--- src/valu_fifo.sv ---
module valu_fifo
#(
   parameter type data_t = logic,
   parameter int  DEPTH  = 4
)
(
   input  logic                       clk,
   input  logic                       rst_n_i,
   input  logic                       push_i,
   input  data_t                      data_i,
   input  logic                       pop_i,
   output data_t                      data_o,
   output logic                       full_o,
   output logic                       empty_o,
   output logic [$clog2(DEPTH+1)-1:0] count_o
);

   // Storage, payload only
   data_t mem [DEPTH];

   logic [$clog2(DEPTH)-1:0]   wr_ptr_q;
   logic [$clog2(DEPTH)-1:0]   rd_ptr_q;
   logic [$clog2(DEPTH+1)-1:0] count_q;
   logic                       do_push;
   logic                       do_pop;

   // Push on full and pop on empty are dropped
   assign do_push = push_i && !full_o;
   assign do_pop  = pop_i && !empty_o;

   assign full_o  = (count_q == DEPTH);
   assign empty_o = (count_q == '0);
   assign count_o = count_q;

   // First word falls through
   assign data_o = mem[rd_ptr_q];

   always_ff @(posedge clk)
   begin
      if (do_push)
         mem[wr_ptr_q] <= data_i;
   end

   always_ff @(posedge clk or negedge rst_n_i)
   begin
      if (!rst_n_i)
      begin
         wr_ptr_q <= '0;
         rd_ptr_q <= '0;
         count_q  <= '0;
      end
      else
      begin
         // Pointers wrap at DEPTH
         if (do_push)
            wr_ptr_q <= (wr_ptr_q == DEPTH - 1) ? '0 : wr_ptr_q + 1'b1;
         if (do_pop)
            rd_ptr_q <= (rd_ptr_q == DEPTH - 1) ? '0 : rd_ptr_q + 1'b1;
         case ({do_push, do_pop})
            2'b10:   count_q <= count_q + 1'b1;
            2'b01:   count_q <= count_q - 1'b1;
            default: count_q <= count_q;
         endcase
      end
   end

endmodule

--- config.mk ---
export PLATFORM = sky130hd
export DESIGN_NAME = valu_fifo
export DESIGN_NICKNAME = d
export VERILOG_FILES = /design/src/valu_fifo.sv
export SDC_FILE = /design/constraint.sdc
export NUM_CORES = 1
export LEC_CHECK = 0
export BUFFER_PORTS_ARGS = -buffer_cell sky130_fd_sc_hd__buf_2
export CORE_AREA = 2 2 39 41
export DETAILED_ROUTE_END_ITERATION = 10
export DIE_AREA = 0 0 41 43
export GPL_ROUTABILITY_DRIVEN = 0
export PLACE_DENSITY_LB_ADDON = 0.12
export SYNTH_ARGS = -nofsm -noshare
export SYNTH_HDL_FRONTEND = slang
export SYNTH_SLANG_ARGS = --single-unit
--- constraint.sdc ---
create_clock -name clk -period 3.52 [get_ports clk]
set_input_delay 0.176 -clock clk [delete_from_list [all_inputs] [get_ports clk]]
set_output_delay 0.176 -clock clk [all_outputs]
set_load 0.005 [all_outputs]
**After elaboration in Yosys (flattened, before gate mapping)**

Memory sizes are Yosys's and may differ from the RTL's.
Cells that the tools add are included.

- Register bits after elaboration: 7
- Memory bits (writable): 4
- Input port bits: 5
- Output and inout port bits: 6
- Logic and storage cells: 24
- Memories kept: 1

- Add/subtract/negate cells: 4
- Equality and inequality tests: 5
- Muxes and demuxes: 5
- Reduce and logical (&&, ||, !) cells: 6

Memory list:

| name | words | bits a word | rd ports | clocked after memory_dff | wr ports | line | RTL |
|---|---|---|---|---|---|---|---|
| mem | 4 | 1 | 1 | 0 | 1 | 19 | `data_t mem [DEPTH];` |

Operator list:

| cell | count |
|---|---|
| equality test 2 bit (second input constant) | 3 |
| case mux 3 bit (2 select lines) | 1 |
| adder 2 x 1 -> 2 bit (second input constant) | 2 |
| 2-to-1 mux 2 bit | 2 |
| adder 3 x 1 -> 3 bit (second input constant) | 1 |
| equality test 3 bit (second input constant) | 1 |
| logical NOT 3 bit | 1 |
| subtractor 3 x 1 -> 3 bit (second input constant) | 1 |
| equality test 2 x 1 -> 1 bit (second input constant) | 1 |
| logical AND 1 bit | 2 |
| logical NOT 1 bit | 2 |
| 2-to-1 mux 1 bit | 2 |
| nonzero test 2 bit | 1 |

**Longest topological paths before layout**

Gate-level depths: netlist (run 1).

- Depth after elaboration: 5
- Gate-level depth with buffers: 9
- Depth with buffers taken out: 9

**Worst setup path after synthesis (run 1)**

No wires, ideal clock.

- Path kind: reg2reg
- From: register count_q[0] (netlist: count_o[0])
- To: register count_q[2] (netlist: count_o[2])
- Arrival: 1799 ps
- Required time: 3441 ps
- Setup slack: 1642 ps
- Stages on the path, launching flop included: 10
- Path buffers: 0
- Path through: dfrtp_1 -> nor3b_4 -> nor2b_4 -> inv_1 -> ha_1 -> inv_1 -> fa_1 -> xor2_1 -> nor2_1 -> xor2_1

- Longest elaborated chain between the ends: 5

Ends and longest elaborated chain:

| item | line | RTL |
|---|---|---|
| start: declaration | 23 | `logic [$clog2(DEPTH+1)-1:0] count_q;` |
| start signal: assignment | 60 | `2'b10: count_q <= count_q + 1'b1;` |
| start signal: assignment | 61 | `2'b01: count_q <= count_q - 1'b1;` |
| start signal: assignment | 62 | `default: count_q <= count_q;` |
| equality test 3 bit (*) | 31 | `assign full_o = (count_q == DEPTH);` |
| named net full_o | 13 | `output logic full_o,` |
| logical NOT 1 bit (*) | 28 | `assign do_push = push_i && !full_o;` |
| logical AND 1 bit (*) | 28 |  |
| equality test 2 x 1 -> 1 bit or equality test 2 bit (tied branches) | 59 | `case ({do_push, do_pop})` |
| case mux 3 bit (2 select lines) or nonzero test 2 bit (tied branches) | n/a |  |

The timed path passes the listed nets; every way through them passes the cells marked *.
A chain may end at the register's enable or synchronous reset.

**Worst setup path after layout (run 1)**

- From: register count_q[0] (netlist: count_o[0])
- To: register count_q[2] (netlist: count_o[2])

- Longest elaborated chain between the ends: 5

Ends and longest elaborated chain:

| item | line |
|---|---|
| equality test 3 bit or logical NOT 3 bit (tied branches) | 31, 32 |
| logical NOT 1 bit (on tied branches) | 28, 29 |
| logical AND 1 bit (on tied branches) | 28, 29 |
| equality test 2 x 1 -> 1 bit or equality test 2 bit (tied branches) | 59 |
| case mux 3 bit (2 select lines) or nonzero test 2 bit (tied branches) | n/a |

Parallel ways exist; a longest one is shown, timed or not.

==> out/metrics.cfg, run 1 <==
[status]
run_status = complete, no violations

[power_and_ir_drop]
combPwrFrac_pct = 46.0
power.share.sequential_pct = 40.2
power.internal_uw = 396.5
p_sw_uw = 219.4
power.ir.vdd_worst_mv = 0.3683
leakagePower_uw = 0.0003647
p_clk_share_pct = 13.8
power.share.switching_pct = 35.62
p_per_area_mw_per_mm2 = 835.8

[timing]
report.final.hold_viol_count = 0
relSlewSlack_pct = 83.25
worst_slew_pin_slew_ps = 251.2
setup_viol = 0
fin_setup_tns_ps = 0
fmax_mhz = 508.4
clock_skew_ps = 3.253
grt_setup_unrepaired = false
crit_path_time_final_ps = 1967
final-max-slew-violation-count = 0
timing.final.crit_share_pct = 55.88

[clock_tree]
clock_root_cell = sky130_fd_sc_hd__clkbuf_4
clock_sinks = 11
cts_made_buffers = 3
tritoncts = done
clock_latency_ps = 270
clock_transition_at_the_registers_of_the_reported_paths_ps = 70
ctsHtreeMaxLevel = 1
cts-resized-gates = 0
postCtsSetupBuffers = 0
cts_hold_repair.buffers = 1
ctsLongestPathBuffers = 2

[global_route]
grt_max_degree = 8
grt_antenna_before_repair = 0
grt_first_pass_wirelength_um = 1462
grt_usage_pct = 12.91
grt_residual_overflow = 0
first_global_vias = 355

[die]
die_area_mm2 = 0.001763
start_util_pct = 45.48
design.portCount = 11
coreArea_mm2 = 0.001384
fp.dieW_um = 41
num_rows = 14
floorplan.die.height_um = 43

[cells_and_area]
drive_gt1_share_pct = 45.00
final_core_util_pct = 53.25
finalNetCount = 73
flow.area_growth_from_synthesis_pct = 17.10
diodes = 0

[worst_setup_path]
critPathArrivalTime_ps = 2160
critPathCaptureType = flop
crit_path_max_fanout = 7
worstPathRequired_ps = 3720
critical_path_class = reg -> reg
critPathLaunchType = flop

[routing]
finalWirelength_um = 901
vias_per_cell = 4.750
wl_per_cell_um = 11.86
drt_first_pass_iters = 3
detailroute.via_count = 361
ant_nets = 0
dr.first_iter.drc_count = 2
route.detailed.drc = 0

[flow_run]
max_cap_violations = 0

[placement]
post-dp-hpwl_um = 705.1
portBuffers = 10

[logic_synthesis]
synth.net_count = 57
synth.distinct_cells = 17
synth_cells = 45
yosys.area.top_type = sky130_fd_sc_hd__dfrtp_1
ys_seq_elements = 11
synthesis.area_per_instance_um2 = 13.99
synth_seq_area_share_pct = 46.92
yosys.area.top_type_share_pct = 27.83
synthesis.area_um2 = 629.4
ys_warn_count = 0
largest_cells_by_area_after_synthesis = sky130_fd_sc_hd__dfrtp_1, sky130_fd_sc_hd__edfxtp_1, sky130_fd_sc_hd__ha_1

[hold_path]
min_path_type = in -> reg

flip-flops by register name, summed over array words and instances, names as in the netlist:
| name | count |
|---|---|
| wr_ptr_q | 2 |
| count_o | 3 |
| rd_ptr_q | 2 |
| mem | 4 |
placed cells by master (no fill, tap or decap):
master,count
sky130_fd_sc_hd__xnor2_1,1
sky130_fd_sc_hd__fa_1,1
sky130_fd_sc_hd__nor3_2,1
sky130_fd_sc_hd__dlygate4sd3_1,1
sky130_fd_sc_hd__nor2_1,3
sky130_fd_sc_hd__clkbuf_4,3
sky130_fd_sc_hd__nor2b_4,1
sky130_fd_sc_hd__buf_2,10
sky130_fd_sc_hd__mux4_2,1
sky130_fd_sc_hd__edfxtp_1,4
sky130_fd_sc_hd__and2_2,4
sky130_fd_sc_hd__inv_1,7
sky130_fd_sc_hd__ha_1,6
sky130_fd_sc_hd__nor3b_4,1
sky130_fd_sc_hd__nand2b_4,1
sky130_fd_sc_hd__clkinv_2,1
sky130_fd_sc_hd__mux2_2,1
sky130_fd_sc_hd__dfrtp_1,7
sky130_fd_sc_hd__mux2_4,3
sky130_fd_sc_hd__xor2_1,2
sky130_fd_sc_hd__mux2i_1,1
metal layers:
layer | global-route usage, % | routed length [um]
met1 | 13.75 | 364
met2 | 19.38 | 490
met3 | 4.712 | 32
met4 | 10.00 | 14
met5 | 0 | 0
cells in the mapped netlist:
cell type / n
sky130_fd_sc_hd__mux4_2: 1
sky130_fd_sc_hd__fa_1: 1
sky130_fd_sc_hd__mux2_4: 3
sky130_fd_sc_hd__mux2_2: 1
sky130_fd_sc_hd__inv_1: 7
sky130_fd_sc_hd__nand2b_4: 1
sky130_fd_sc_hd__nor3_2: 1
sky130_fd_sc_hd__dfrtp_1: 7
sky130_fd_sc_hd__nor2b_4: 1
sky130_fd_sc_hd__mux2i_1: 1
sky130_fd_sc_hd__ha_1: 6
sky130_fd_sc_hd__and2_2: 4
sky130_fd_sc_hd__xor2_1: 2
sky130_fd_sc_hd__nor3b_4: 1
sky130_fd_sc_hd__xnor2_1: 1
sky130_fd_sc_hd__nor2_1: 3
sky130_fd_sc_hd__edfxtp_1: 4
metrics by stage:
stage | std cells | cell area (um^2) | total power [uW] | worst slack (ps) | hold slack, ps
final | 76 | 737.0 | 616.0 | 1553 | 123.7
after global routing | 76 | 737.0 | 670.5 | 1473 | 118.2
after CTS | 76 | 737.0 | 625.2 | 1536 | 117.5
after detailed placement | 71 | 699.4 | 534.5 | 1575 | 18.14
after global placement | 71 | 699.4 | 510.4 | 1641 | 15.82
after floorplan | 45 | 629.4 | 452.8 | 1642 | -119.6
power groups by stage:
| stage | Sequential (uW) | Combinational [uW] | Clock [uW] |
|---|---|---|---|
| after floorplan | 242 | 211 | 0 |
| after global placement | 244 | 267 | 0 |
| after detailed placement | 250 | 284 | 0 |
| after CTS | 249 | 288 | 87.7 |
| after global routing | 255 | 319 | 95.7 |
| final | 247 | 284 | 85.1 |
final cells by class:
| class | count | area, um^2 |
|---|---|---|
| Sequential cell | 11 | 295.3 |
| Clock inverter | 1 | 5.005 |
| Tap cell | 16 | 20.02 |
| Multi-Input combinational cell | 27 | 307.8 |
| Clock buffer | 3 | 22.52 |
| Inverter | 7 | 26.28 |
| Fill cell | 116 | 646.9 |
| Timing Repair Buffer | 11 | 60.06 |
cell families (layout without fill, tap and decap cells):
logic type | Yosys count | count (layout) | share of synthesized area (%)
xor+xnor | 3 | 3 | 4.176
fa+ha+maj | 7 | 7 | 15.11
buf+inv | 7 | 22 | 4.176
flops | 11 | 11 | 46.92
mux | 6 | 6 | 14.11
simple gates | 11 | 11 | 15.51
critical path, cell delays in order, from the launching register on:
cell and delay (ps):
sky130_fd_sc_hd__dfrtp_1 460, sky130_fd_sc_hd__nor3b_4 250, sky130_fd_sc_hd__nor2b_4 90, sky130_fd_sc_hd__inv_1 60
sky130_fd_sc_hd__ha_1 180, sky130_fd_sc_hd__inv_1 60, sky130_fd_sc_hd__fa_1 370, sky130_fd_sc_hd__xor2_1 150
sky130_fd_sc_hd__nor2_1 110, sky130_fd_sc_hd__xor2_1 150
final timing paths:
| kind | from | end | slack, ps | cells after the start |
|---|---|---|---|---|
| worst max-delay path | count_o[0]$_DFFE_PN0P_ | count_o[2]$_DFFE_PN0P_ | 1550 | 9 |
| min in group asynchronous | rst_n_i | rd_ptr_q[0]$_DFFE_PN0P_ | 260 | 2 |
| worst max register to register | count_o[0]$_DFFE_PN0P_ | count_o[2]$_DFFE_PN0P_ | 1550 | 9 |
| max in group asynchronous | rst_n_i | count_o[0]$_DFFE_PN0P_ | 3100 | 2 |
| worst min-delay path | data_i | mem[2]$_DFFE_PP_ | 120 | 1 |
| worst min register to register | count_o[2]$_DFFE_PN0P_ | count_o[2]$_DFFE_PN0P_ | 550 | 1 |
(Power assumes the default switching activity.)
==> inputs of run 2 (changes only) <==
==> constraint.sdc (replaced) <==
create_clock -name clk -period 1.9 [get_ports clk]
set_input_delay 0.095 -clock clk [delete_from_list [all_inputs] [get_ports clk]]
set_output_delay 0.095 -clock clk [all_outputs]
set_load 0.005 [all_outputs]
==> run 2 against run 1 <==
Net effect:
- via count rose by 3.0%
- cell area rose by 5.4%
- worst setup slack got worse by 1500 ps
- sequential share of layout area fell by 1.7 points
- sequential power rose by 86%
- register-to-register slack got worse by 1500 ps
- final cell count rose by 3.9%
- first-iteration DRC count rose to 2.5 times the previous value
- hold slack got worse by 98 ps
- maximum frequency rose by 6.9%
- power rose by 99%
- clock power rose by 95%
- critical endpoint unchanged
- largest power group unchanged
==> out/metrics.cfg, run 2 (synthesis gave the netlist of run 1 again) <==
[flow_run]
max_cap_violations = 0

[routing]
ant_nets = 0
dr.first_iter.drc_count = 5
finalWirelength_um = 1010
route.detailed.drc = 0
wl_per_cell_um = 12.78
detailroute.via_count = 372
vias_per_cell = 4.709
drt_first_pass_iters = 2

[power_and_ir_drop]
p_per_area_mw_per_mm2 = 1578
power.share.switching_pct = 35.93
leakagePower_uw = 0.0003762
power.ir.vdd_worst_mv = 0.8113
p_sw_uw = 440.4
power.internal_uw = 785.4
power.share.sequential_pct = 37.5
p_clk_share_pct = 13.5
combPwrFrac_pct = 49.0

[worst_setup_path]
cp_slowest_cell = sky130_fd_sc_hd__dfrtp_2
reg2reg_depth = 9
critPathLaunchType = flop
worst_setup_path_endpoint = count_o[2]$_DFFE_PN0P_
crit_path_max_fanout = 4
critPathCaptureType = flop
critical_path_class = reg -> reg
cpMostUsedCell = sky130_fd_sc_hd__xor2_1
worstPathRequired_ps = 2100
reg2reg_setup_slack_ps = 60
critPathLaunch = count_o[1]$_DFFE_PN0P_
critical_path.reg2reg.endpoint = count_o[2]$_DFFE_PN0P_
critPathArrivalTime_ps = 2040
slowest_delay_ps = 450
critical_path.cell_chain = nor3b_4 > nor2b_4 > inv_2 > ha_4 > inv_1 > fa_2 > xor2_1 > nor2_1 > xor2_1
worst_r2r_start = count_o[1]$_DFFE_PN0P_

[clock_tree]
clock_root_cell = sky130_fd_sc_hd__clkbuf_4
clock_sinks = 11
clock_latency_ps = 280
cts_made_buffers = 3
ctsLongestPathBuffers = 2
tritoncts = done
clock_transition_at_the_registers_of_the_reported_paths_ps = 70
ctsHtreeMaxLevel = 1

[global_route]
first_global_vias = 376
grt_max_degree = 8
grt_antenna_before_repair = 0
grt_usage_pct = 14.74
grt_residual_overflow = 0
grt_first_pass_wirelength_um = 1628

[placement]
portBuffers = 10
pre_cts_slack_ps = -10.48
post-dp-hpwl_um = 759.7

[status]
run_status = complete, no violations

[timing]
final-max-slew-violation-count = 0
crit_path_time_final_ps = 1840
relSlewSlack_pct = 85.66
clock_skew_ps = 2.021
worst_slew_pin_slew_ps = 214.9
timing.final.crit_share_pct = 96.82
timing.final.ws_setup_ps = 60.47
setup_viol = 0
report.final.hold_viol_count = 0
grt_setup_unrepaired = false
fmax_mhz = 543.6

[die]
design.portCount = 11
num_rows = 14
fp.dieW_um = 41
coreArea_mm2 = 0.001384
floorplan.die.height_um = 43
die_area_mm2 = 0.001763
start_util_pct = 45.48

[cells_and_area]
most-common-layout-cells = sky130_fd_sc_hd__buf_2, sky130_fd_sc_hd__inv_1, sky130_fd_sc_hd__ha_1, sky130_fd_sc_hd__dfrtp_1
flow.area_growth_from_synthesis_pct = 23.46
layout_commonest_cell = sky130_fd_sc_hd__buf_2
diodes = 0
final_core_util_pct = 56.15
drive_gt1_share_pct = 55.56
largest_register_ff_count = 4
max_flop_register = mem
finalNetCount = 76

[hold_path]
min_path_type = in -> reg

-- run 2: layout make-up --
class,count,area [um^2]
fillers,105,606.8
multi-input cells,27,322.8
flip-flops and latches,11,297.8
repair buffers,14,82.58
inverters,7,26.28
clock buffers,3,22.52
well taps,16,20.02
clock inverters,1,5.005
-- run 2: metal layers --
metal | part of all wire, % | routed length [um] | global-route usage, %
met1 | 43 | 437 | 16.44
met3 | 3.8 | 38 | 4.712
met4 | 2.4 | 24 | 10.00
met5 | 0 | 0 | 0
met2 | 50 | 509 | 22.50
-- run 2: what timing repair did --
action,CTS,global route
setup endpoints to repair,1,1
pin swaps,1,3
hold buffers,1,0
endpoints found under the hold margin,7,0
gates resized for setup,3,3
buffers inserted,0,1
-- run 2: metrics by stage --
step	setup TNS, ps	std cells	total power (uW)	hold slack [ps]	cell area (um^2)
5_1_grt	0	79	1327	32.52	777.0
3_3_place_gp	0	73	970.6	-65.21	714.4
3_5_place_dp	-10.48	73	1023	-55.52	714.4
2_1_floorplan	0	45	838.8	-200.6	629.4
4_1_cts	0	78	1203	27.90	758.2
6_report	0	79	1226	26.03	777.0
-- run 2: how the worst min path moves through the flow --
stage	startpoint	end	slack [ps]	depth (start not counted)
2_1_floorplan	rst_n_i	count_o[0]$_DFFE_PN0P_	-200	0
3_3_place_gp	rst_n_i	rd_ptr_q[0]$_DFFE_PN0P_	-70	1
3_5_place_dp	rst_n_i	rd_ptr_q[0]$_DFFE_PN0P_	-60	1
4_1_cts	data_i	mem[3]$_DFFE_PP_	30	1
5_1_grt	data_i	mem[2]$_DFFE_PP_	30	1
6_report	data_i	mem[2]$_DFFE_PP_	30	1
-- run 2: critical path, delay by kind of cell, from the launching register on --
family        cells  cell delay, ps
simple gates      3             440
flops             1             450
xor+xnor          2             300
buf+inv           2             110
fa+ha+maj         2             460
-- run 2: power groups by stage --
stage	Combinational, uW	Sequential, uW	Clock (uW)
finish	600	460	166
global route	677	473	177
CTS	579	458	165
detailed placement	564	459	0
global placement	524	446	0
floorplan	391	448	0
