### src/valu_pkg.sv
package valu_pkg;

   // Vector geometry
   localparam int LANE_NUM   = 4;
   localparam int OP_WIDTH   = 32;

   // Buffer depths and the matching count widths
   localparam int CMD_DEPTH  = 4;
   localparam int RES_DEPTH  = 4;
   localparam int CMD_CNT_W  = $clog2(CMD_DEPTH + 1);
   localparam int RES_CNT_W  = $clog2(RES_DEPTH + 1);

   // AXI4-Lite address map
   localparam int ADDR_WIDTH = 8;
   localparam logic [ADDR_WIDTH-1:0] REG_CTRL   = 8'h00;
   localparam logic [ADDR_WIDTH-1:0] REG_A      = 8'h10;
   localparam logic [ADDR_WIDTH-1:0] REG_B      = 8'h20;
   localparam logic [ADDR_WIDTH-1:0] REG_C      = 8'h30;
   localparam logic [ADDR_WIDTH-1:0] REG_STATUS = 8'h40;
   localparam logic [ADDR_WIDTH-1:0] REG_RES    = 8'h50;
   localparam logic [ADDR_WIDTH-1:0] REG_MASK   = 8'h60;

   // Response codes
   localparam logic [1:0] RESP_OKAY   = 2'b00;
   localparam logic [1:0] RESP_SLVERR = 2'b10;

   // Element width, one value for input and output
   typedef enum logic [1:0] {
      SEW8  = 2'd0,
      SEW16 = 2'd1,
      SEW32 = 2'd2
   } sew_e;

   // Vector opcodes, MIN MAX and SLT compare signed
   typedef enum logic [3:0] {
      ADD  = 4'd0,
      SUB  = 4'd1,
      AND  = 4'd2,
      OR   = 4'd3,
      XOR  = 4'd4,
      MIN  = 4'd5,
      MAX  = 4'd6,
      MUL  = 4'd7,
      MACC = 4'd8,
      SLT  = 4'd9
   } opcode_e;

   // One lane word seen at each element width
   typedef union packed {
      logic [3:0][7:0]  b8;
      logic [1:0][15:0] h16;
      logic [31:0]      w32;
   } valu_elem_u;

   // Issued command with a snapshot of all operands
   typedef struct packed {
      opcode_e                           opcode;
      sew_e                              sew;
      logic                              reduce;
      logic [LANE_NUM-1:0][OP_WIDTH-1:0] a;
      logic [LANE_NUM-1:0][OP_WIDTH-1:0] b;
      logic [LANE_NUM-1:0][OP_WIDTH-1:0] c;
   } valu_cmd_t;

   typedef struct packed {
      logic [LANE_NUM-1:0][OP_WIDTH-1:0] result;
      logic [LANE_NUM-1:0]               mask;
   } valu_res_t;

   // Master side of the AXI4-Lite bus
   typedef struct packed {
      logic [ADDR_WIDTH-1:0] awaddr;
      logic                  awvalid;
      logic [31:0]           wdata;
      logic [3:0]            wstrb;
      logic                  wvalid;
      logic                  bready;
      logic [ADDR_WIDTH-1:0] araddr;
      logic                  arvalid;
      logic                  rready;
   } axil_req_t;

   // Slave side of the AXI4-Lite bus
   typedef struct packed {
      logic        awready;
      logic        wready;
      logic [1:0]  bresp;
      logic        bvalid;
      logic        arready;
      logic [31:0] rdata;
      logic [1:0]  rresp;
      logic        rvalid;
   } axil_rsp_t;

endpackage

### src/valu_axil_front.sv
module valu_axil_front
   import valu_pkg::*;
(
   input  logic                 clk,
   input  logic                 rst_n_i,
   input  axil_req_t            axil_req_i,
   input  logic                 cmd_full_i,
   input  logic [CMD_CNT_W-1:0] cmd_count_i,
   input  valu_res_t            res_data_i,
   input  logic                 res_empty_i,
   input  logic [RES_CNT_W-1:0] res_count_i,
   output axil_rsp_t            axil_rsp_o,
   output logic                 cmd_push_o,
   output valu_cmd_t            cmd_data_o,
   output logic                 res_pop_o
);

   // Operand registers, one word per lane and bank
   logic [LANE_NUM-1:0][OP_WIDTH-1:0] opa_q;
   logic [LANE_NUM-1:0][OP_WIDTH-1:0] opb_q;
   logic [LANE_NUM-1:0][OP_WIDTH-1:0] opc_q;

   // Response channel state
   logic        bvalid_q;
   logic [1:0]  bresp_q;
   logic        rvalid_q;
   logic [31:0] rdata_q;
   logic [1:0]  rresp_q;

   logic                  wr_hs;
   logic                  rd_hs;
   logic [ADDR_WIDTH-1:0] wr_base;
   logic [ADDR_WIDTH-1:0] rd_base;
   logic [1:0]            wr_lane;
   logic [1:0]            rd_lane;
   logic                  wr_aligned;
   logic                  rd_aligned;
   logic                  wr_ctrl;
   logic                  wr_a;
   logic                  wr_b;
   logic                  wr_c;
   logic                  wr_err;
   logic                  rd_status;
   logic                  rd_res;
   logic                  rd_mask;
   logic [31:0]           rd_data;
   logic [1:0]            rd_resp;

   // Merge write data into a word under the byte strobes
   function automatic logic [OP_WIDTH-1:0] apply_strb(input logic [OP_WIDTH-1:0] old_w,
                                                      input logic [31:0] data,
                                                      input logic [3:0] strb);
      logic [OP_WIDTH-1:0] w;
      w = old_w;
      for (int i = 0; i < 4; i++)
      begin
         if (strb[i])
            w[8*i +: 8] = data[8*i +: 8];
      end
      return w;
   endfunction

   // AW and W are only taken together, one write in flight
   assign wr_hs = axil_req_i.awvalid && axil_req_i.wvalid && !bvalid_q;
   assign rd_hs = axil_req_i.arvalid && !rvalid_q;

   // Write decode, lane index from bits 3:2
   assign wr_base    = {axil_req_i.awaddr[ADDR_WIDTH-1:4], 4'h0};
   assign wr_lane    = axil_req_i.awaddr[3:2];
   assign wr_aligned = (axil_req_i.awaddr[1:0] == 2'b00);
   assign wr_ctrl    = (axil_req_i.awaddr == REG_CTRL);
   assign wr_a       = (wr_base == REG_A) && wr_aligned;
   assign wr_b       = (wr_base == REG_B) && wr_aligned;
   assign wr_c       = (wr_base == REG_C) && wr_aligned;
   // Unmapped, read-only, or a command with no room
   assign wr_err     = !(wr_ctrl || wr_a || wr_b || wr_c) || (wr_ctrl && cmd_full_i);

   // Read decode
   assign rd_base    = {axil_req_i.araddr[ADDR_WIDTH-1:4], 4'h0};
   assign rd_lane    = axil_req_i.araddr[3:2];
   assign rd_aligned = (axil_req_i.araddr[1:0] == 2'b00);
   assign rd_status  = (axil_req_i.araddr == REG_STATUS);
   assign rd_res     = (rd_base == REG_RES) && rd_aligned;
   assign rd_mask    = (axil_req_i.araddr == REG_MASK);

   // Command built from CTRL fields plus current operands
   assign cmd_push_o        = wr_hs && wr_ctrl && !cmd_full_i;
   assign cmd_data_o.opcode = opcode_e'(axil_req_i.wdata[3:0]);
   assign cmd_data_o.sew    = sew_e'(axil_req_i.wdata[5:4]);
   assign cmd_data_o.reduce = axil_req_i.wdata[8];
   assign cmd_data_o.a      = opa_q;
   assign cmd_data_o.b      = opb_q;
   assign cmd_data_o.c      = opc_q;

   // MASK read retires the head result
   assign res_pop_o = rd_hs && rd_mask && !res_empty_i;

   always_comb
   begin
      rd_data = '0;
      rd_resp = RESP_OKAY;
      if (rd_status)
         rd_data = {24'h0, 4'(res_count_i), 4'(cmd_count_i)};
      else if (rd_res || rd_mask)
      begin
         // Nothing to return from an empty result FIFO
         if (res_empty_i)
            rd_resp = RESP_SLVERR;
         else if (rd_res)
            rd_data = res_data_i.result[rd_lane];
         else
            rd_data = 32'(res_data_i.mask);
      end
      else
         rd_resp = RESP_SLVERR;
   end

   always_ff @(posedge clk or negedge rst_n_i)
   begin
      if (!rst_n_i)
      begin
         opa_q <= '0;
         opb_q <= '0;
         opc_q <= '0;
      end
      else if (wr_hs)
      begin
         if (wr_a)
            opa_q[wr_lane] <= apply_strb(opa_q[wr_lane], axil_req_i.wdata, axil_req_i.wstrb);
         if (wr_b)
            opb_q[wr_lane] <= apply_strb(opb_q[wr_lane], axil_req_i.wdata, axil_req_i.wstrb);
         if (wr_c)
            opc_q[wr_lane] <= apply_strb(opc_q[wr_lane], axil_req_i.wdata, axil_req_i.wstrb);
      end
   end

   // B channel, held until bready
   always_ff @(posedge clk or negedge rst_n_i)
   begin
      if (!rst_n_i)
      begin
         bvalid_q <= 1'b0;
         bresp_q  <= RESP_OKAY;
      end
      else if (wr_hs)
      begin
         bvalid_q <= 1'b1;
         bresp_q  <= wr_err ? RESP_SLVERR : RESP_OKAY;
      end
      else if (axil_req_i.bready)
         bvalid_q <= 1'b0;
   end

   // R channel, held until rready
   always_ff @(posedge clk or negedge rst_n_i)
   begin
      if (!rst_n_i)
      begin
         rvalid_q <= 1'b0;
         rdata_q  <= '0;
         rresp_q  <= RESP_OKAY;
      end
      else if (rd_hs)
      begin
         rvalid_q <= 1'b1;
         rdata_q  <= rd_data;
         rresp_q  <= rd_resp;
      end
      else if (axil_req_i.rready)
         rvalid_q <= 1'b0;
   end

   always_comb
   begin
      axil_rsp_o.awready = axil_req_i.wvalid && !bvalid_q;
      axil_rsp_o.wready  = axil_req_i.awvalid && !bvalid_q;
      axil_rsp_o.bresp   = bresp_q;
      axil_rsp_o.bvalid  = bvalid_q;
      axil_rsp_o.arready = !rvalid_q;
      axil_rsp_o.rdata   = rdata_q;
      axil_rsp_o.rresp   = rresp_q;
      axil_rsp_o.rvalid  = rvalid_q;
   end

endmodule

### config.mk
export PLATFORM = sky130hd
export DESIGN_NAME = valu_axil_front
export DESIGN_NICKNAME = d
export VERILOG_FILES = /design/src/valu_pkg.sv /design/src/valu_axil_front.sv
export SDC_FILE = /design/constraint.sdc
export NUM_CORES = 1
export LEC_CHECK = 0
export ABC_CLOCK_PERIOD_IN_PS = 2300
export CAP_MARGIN = 15
export CORE_AREA = 10 10 238 240
export CTS_BUF_LIST = sky130_fd_sc_hd__clkbuf_4 sky130_fd_sc_hd__clkbuf_8
export DETAILED_ROUTE_END_ITERATION = 8
export DIE_AREA = 0 0 248 250
export DONT_BUFFER_PORTS = 1
export PLACE_DENSITY = 0.56
export SYNTH_ARGS = -nofsm -noshare
export SYNTH_HDL_FRONTEND = slang
export SYNTH_SLANG_ARGS = --single-unit
### constraint.sdc
create_clock -name clk -period 2.3 [get_ports clk]
set_clock_uncertainty 0.1 [all_clocks]
set_input_delay 0.575 -clock clk [delete_from_list [all_inputs] [get_ports clk]]
set_output_delay 0.575 -clock clk [all_outputs]
set_load 0.05 [all_outputs]
### After elaboration in Yosys (flattened, before gate mapping)

Index checks and enable logic that the tools add are counted.

| cells by class | value |
|---|---|
| add/sub/neg operators | 0 |
| multiply operators | 0 |
| divide/modulo/power cells | 0 |
| order comparisons | 3 |
| eq/ne operators | 6 |
| shift-type cells | 0 |
| multiplexer cells | 61 |
| bitwise operators | 0 |
| reduce and logical (&&, ||, !) cells | 33 |

Operators with widths:

| kind | count |
|---|---|
| 128-bit bitwise mux | 3 |
| 32-bit 2-to-1 mux | 9 |
| 8-bit 2-to-1 mux | 36 |
| 32-bit binary-select mux with 2-bit select | 4 |
| 32-bit demux with 2-bit select | 1 |
| 8-bit by 7-bit == test with 1-bit output (second input constant) | 2 |
| 1-bit logical AND | 15 |
| 4-bit by 2-bit == test with 1-bit output (second input constant) | 2 |
| 8-bit logical NOT | 1 |
| 2-bit 2-to-1 mux | 4 |
| 2-bit by 3-bit < comparator with 1-bit output (second input constant) | 2 |
| 2-bit AND reduction | 3 |
| 1-bit logical NOT | 5 |
| 1-bit logical OR | 5 |
| 4-bit by 1-bit == test with 1-bit output (second input constant) | 1 |
| 4-bit by 3-bit == test with 1-bit output (second input constant) | 1 |
| 2-bit logical NOT | 2 |
| 1-bit 2-to-1 mux | 4 |
| 2-bit nonzero test | 2 |
| 2-bit by 1-bit greater-or-equal comparator with 1-bit output (second input constant) | 1 |

| word-level totals | value |
|---|---|
| register bits | 422 |
| bits in latches | 0 |
| RAM bits | 0 |
| memory bits (read-only) | 0 |
| output and inout port bits | 434 |
| logic and storage cells | 120 |
| memories kept | 0 |

### Depth between registers and ports, before layout

| logic depth | value |
|---|---|
| depth in word-level cells | 8 |
| depth in mapped cells | 7 |
| depth with buffers taken out | 4 |

### Worst setup path after synthesis

OpenSTA, ideal clock, no wires.

| path | value |
|---|---|
| kind | input port to output port |
| from | input axil_req_i[9] (netlist name) |
| to | output res_pop_o |
| arrival time | 2.928 ns |
| data required time | 1.625 ns |
| path slack | -1.303 ns |
| cell stages on the path | 3 |
| path through | nor4b_1 -> nand2_1 -> nor4_1 |

| on the way | value |
|---|---|
| word-level cells in the longest chain between the ends | 3 |

RTL lines:

| what | RTL line | text |
|---|---|---|
| start: declaration | valu_axil_front.sv:6 | `input axil_req_t axil_req_i,` |
| 8-bit by 7-bit == test with 1-bit output | valu_axil_front.sv:84 | `assign rd_mask = (axil_req_i.araddr == REG_MASK);` |
| 1-bit logical AND (2 in a row) | valu_axil_front.sv:96 | `assign res_pop_o = rd_hs && rd_mask && !res_empty_i;` |
| end: declaration | valu_axil_front.sv:15 | `output logic res_pop_o` |

No other way between the ends.

### Final worst setup path

| path | value |
|---|---|
| from | register bvalid_q |
| to | register opb_q (netlist bit cmd_data_o[202]) |

| on the way | value |
|---|---|
| word-level cells in the longest chain between the ends | 3 |

RTL lines:

| what | RTL line | text |
|---|---|---|
| start: declaration | valu_axil_front.sv:24 | `logic bvalid_q;` |
| start signal: assignment | valu_axil_front.sv:142 | `bvalid_q <= 1'b0;` |
| start signal: assignment | valu_axil_front.sv:147 | `bvalid_q <= 1'b1;` |
| start signal: assignment | valu_axil_front.sv:151 | `bvalid_q <= 1'b0;` |
| 1-bit logical NOT | valu_axil_front.sv:64 | `assign wr_hs = axil_req_i.awvalid && axil_req_i.wvalid && !bvalid_q;` |
| 1-bit logical AND | valu_axil_front.sv:64 |  |
| 2-bit AND reduction (no line) | n/a |  |
| end signal: indexed assignment | valu_axil_front.sv:131 | `opb_q[wr_lane] <= apply_strb(opb_q[wr_lane], axil_req_i.wdata, axil_req_i.wstrb);` |
| end: declaration | valu_axil_front.sv:20 | `logic [LANE_NUM-1:0][OP_WIDTH-1:0] opb_q;` |

No other way between the ends.
A chain may end at the register's enable or synchronous reset.

==> flow_metrics.env <==
export IMPL_layout_cells_most_common_list="sky130_fd_sc_hd__dfrtp_1 (420), sky130_fd_sc_hd__nor2_1 (259), sky130_fd_sc_hd__buf_4 (247), sky130_fd_sc_hd__a21oi_1 (161)"
export IMPL_critical_path_startpoint="bvalid_q$_DFFE_PN0P_"
export IMPL_p_sw_share_pct=27.4
export IMPL_synth_area_leaders="sky130_fd_sc_hd__dfrtp_1 (53%), sky130_fd_sc_hd__mux4_2 (15%), sky130_fd_sc_hd__mux2_2 (6.0%)"
export IMPL_timing_reg2reg_setup_slack_ns=-0.20
export IMPL_synth_distinct_cells=37
export IMPL_rsz_0062_raised_after_global_routing="true"
export IMPL_seq_area_frac_synth_pct=52.9
export IMPL_final_nets=2065
export IMPL_buffer_ports_inserted=0
export IMPL_vias_in_the_first_global_route=15300
export IMPL_synth_edff_count=0
export IMPL_worstReg2RegStart="bvalid_q$_DFFE_PN0P_"
export IMPL_synth_ff_type="sky130_fd_sc_hd__dfrtp_1"
export IMPL_setup_viol=130
export IMPL_tightestPinTransition_ns=1.66
export IMPL_hold_class="input pin to async pin"
export IMPL_cp_arrival_ns=2.92
export IMPL_yosys_warnings=0
export IMPL_path_max_fanout=11
export IMPL_synth_cell_area_um2=19900
export IMPL_wl_met3_um=9120
export IMPL_run_status="finished with violations"
export IMPL_achievable_frequency_mhz=400
export IMPL_cts_clk_pin_slew_worst_paths_ns=0.07
export IMPL_worst_setup_path_start_kind="flip-flop"
export IMPL_power_dens_cells_nw_per_um2=706
export IMPL_vias=15000
export IMPL_design_portCount=633
export IMPL_timing_final_crit_share_pct=109
export IMPL_grtUsageTotal_pct=25.8
export IMPL_drt_antenna_violating_nets=0
export IMPL_post_route_cells_drive_above_1_share_pct=37.7
export IMPL_finalCriticalPeriod_ns=2.50
export IMPL_ys_async_sr_fraction_pct=100
export IMPL_layout_cells_most_common="sky130_fd_sc_hd__dfrtp_1"
export IMPL_routed_wirelength_um=83000
export IMPL_worst_skew_pair_latency_ns=0.67
export IMPL_cts_htree_levels=3
export IMPL_num_rows=84
export IMPL_initial_utilization_pct=38.2
export IMPL_drc=0
export IMPL_met2RoutedLength_um=41700
export IMPL_whs_ns=-0.498
export IMPL_detailed_route_wire_length_per_cell_um=31.4
export IMPL_worst_r2r_path_depth=7
export IMPL_yosys_area_top_type_share_pct=52.9
export IMPL_dpl_hpwl_um=60800
export IMPL_crit_end="cmd_data_o[202]$_DFFE_PN0P_"
export IMPL_first_pass_grt_wire_length_um=116000
export IMPL_critPathCaptureType="flip-flop"
export IMPL_drt_met1_wl_um=28300
export IMPL_comb_power_share_pct=8.4
export IMPL_die_w_um=248
export IMPL_chipHeight_um=250
export IMPL_quantity_of_hold_fixing_buffers_added_after_cts=15
export IMPL_clock_root_buffer="sky130_fd_sc_hd__clkbuf_8"
export IMPL_pwr_share_clk_pct=45.7
export IMPL_power_ir_vdd_worst_uv=362
export IMPL_floorplan_die_area_um2=62000
export IMPL_synth_ff_latch_count=420
export IMPL_synth_area_per_cell_um2=12.4
export IMPL_synth_cells=1597
export IMPL_fillers=4654
export IMPL_final_core_util_pct=48.6
export IMPL_final_critical_path_setup_slack_ns=-0.201
export IMPL_top_layer="met5"
export IMPL_r2r_end="cmd_data_o[202]$_DFFE_PN0P_"
export IMPL_timing_worst_setup_path_type="flip-flop to flip-flop"
export IMPL_area_growth_syn_to_layout_pct=27.4
export IMPL_drt_first_pass_iters=6
export IMPL_tritoncts="built"
export IMPL_violations="negative hold slack, max-slew violations, negative setup slack"
export IMPL_total_switching_power_mw=4.89
export IMPL_dpl_cell_area_um2=22800
export IMPL_first_iter_violations=1152
export IMPL_number_of_buffers_inserted_during_clock_tree_synthesis=77
export IMPL_grt_remaining_overflow=0
export IMPL_cts_sinks=420
export IMPL_cap_viol_max_count=0
export IMPL_share_seq_of_total_power_pct=45.9
export IMPL_postLayoutCellArea_um2=25300
export IMPL_required_ns=2.72
export IMPL_yosysTopAreaCell="sky130_fd_sc_hd__dfrtp_1"
export IMPL_clock_path_buffers=3
export IMPL_leakage_nw=12.0
export IMPL_internal_power_mw=13.0
export IMPL_gp_congestion=0.990
export IMPL_final_hold_viol_count=420
export IMPL_timing_slew_headroom_pct=-10.7
export IMPL_drt_vias_per_instance=5.69
export IMPL_drv_slew=125
export IMPL_core_area_um2=52000
export IMPL_antenna_found_initial=40
export IMPL_grt_max_degree=421
==> kinds of logic (layout without fill, tap and decap cells) <==
logic type      count (synthesis)  after routing  share of synthesized area, %
flops                         420            420                          52.9
other cells                     1             26                        0.0189
simple gates                  425            425                          10.1
compound gates                297            297                          8.31
buf+inv                       150            482                          3.92
mux                           304            304                          24.8
==> cell type report <==
| type | count | area (µm²) | area share (%) |
|---|---|---|---|
| Clock buffer | 121 | 1580 | 6.26 |
| Clock inverter | 22 | 215 | 0.850 |
| Multi-Input combinational cell | 1028 | 9010 | 35.6 |
| Sequential cell | 420 | 10500 | 41.5 |
| Antenna cell | 24 | 60.1 | 0.237 |
| Tap cell | 688 | 861 | 3.40 |
| Inverter | 28 | 105 | 0.415 |
| Timing Repair Buffer | 311 | 2960 | 11.7 |
==> what timing repair did <==
item / CTS / global route
setup buffers: 6 / 3
hold endpoints to repair: 431 / 420
resized for setup: 29 / 24
gates cloned: 1 / 6
pin swaps: 4 / 3
endpoints found under the setup margin: 5 / 135
==> flip-flops by register name, indices dropped and copies added (netlist names) <==
signal      flops
bresp_q         1
rresp_q         1
bvalid_q        1
cmd_data_o    384
rvalid_q        1
rdata_q        32
==> power by group through the flow <==
| stage | clock network (mW) | logic (mW) | registers (mW) |
|---|---|---|---|
| final | 8.17 | 1.50 | 8.21 |
| after CTS | 8.34 | 1.49 | 8.21 |
| after global routing | 8.73 | 1.59 | 8.22 |
| after detailed placement | 0 | 1.44 | 8.34 |
| after floorplan | 0 | 0.913 | 8.61 |
| after global placement | 0 | 1.41 | 8.33 |
==> cell usage after synthesis (28+ instances only) <==
master and n:
sky130_fd_sc_hd__a21oi_1 161, sky130_fd_sc_hd__a31oi_1 97, sky130_fd_sc_hd__buf_2 40, sky130_fd_sc_hd__clkbuf_1 56, sky130_fd_sc_hd__dfrtp_1 420, sky130_fd_sc_hd__inv_1 28, sky130_fd_sc_hd__mux2_2 106, sky130_fd_sc_hd__mux2_4 30
sky130_fd_sc_hd__mux2i_1 40, sky130_fd_sc_hd__mux4_2 128, sky130_fd_sc_hd__nand2_1 79, sky130_fd_sc_hd__nand2b_1 51, sky130_fd_sc_hd__nor2_1 259, sky130_fd_sc_hd__o21ai_0 28
==> routing by layer <==
layer | global-route usage [%] | up-vias
li1 | - | 6349
met1 | 27.9 | 7769
met2 | 43.3 | 737
met3 | 10.6 | 172
met4 | 11.8 | 4
met5 | 0 | -
==> worst max-delay path, stage by stage, from the launching register on <==
cell and delay (ns):
sky130_fd_sc_hd__dfrtp_1 0.37, sky130_fd_sc_hd__nand3b_1 0.21, sky130_fd_sc_hd__buf_4 0.18, sky130_fd_sc_hd__or4b_4 0.58
sky130_fd_sc_hd__buf_6 0.16, sky130_fd_sc_hd__nor2_8 0.18, sky130_fd_sc_hd__clkbuf_16 0.25, sky130_fd_sc_hd__mux2_4 0.31
==> per-stage QoR <==
stage               power, mW  instances  TNS (ns)  hold WS [ns]  setup WS [ns]
floorplan                9.52       1598    -37.50         0.179         -0.310
global placement         9.74       2444    -67.07         0.193         -0.463
detailed placement       9.78       2444    -71.82         0.194         -0.474
CTS                      18.0       2609    -11.19        -0.553         -0.246
global route             18.5       2635    -22.88        -0.547         -0.253
finish                   17.9       2642    -15.89        -0.498         -0.201
==> how the worst min path moves through the flow <==
stage / slack, ns / end / start / cells past startpoint
finish: -0.50 / cmd_data_o[117]$_DFFE_PN0P_ / rst_n_i / 0
global route: -0.55 / cmd_data_o[84]$_DFFE_PN0P_ / rst_n_i / 0
CTS: -0.55 / cmd_data_o[117]$_DFFE_PN0P_ / rst_n_i / 0
detailed placement: 0.19 / cmd_data_o[52]$_DFFE_PN0P_ / rst_n_i / 0
global placement: 0.19 / cmd_data_o[52]$_DFFE_PN0P_ / rst_n_i / 0
floorplan: 0.18 / bresp_q[1]$_DFFE_PN0P_ / rst_n_i / 0
Note: power is estimated with default switching activity, not from simulation.
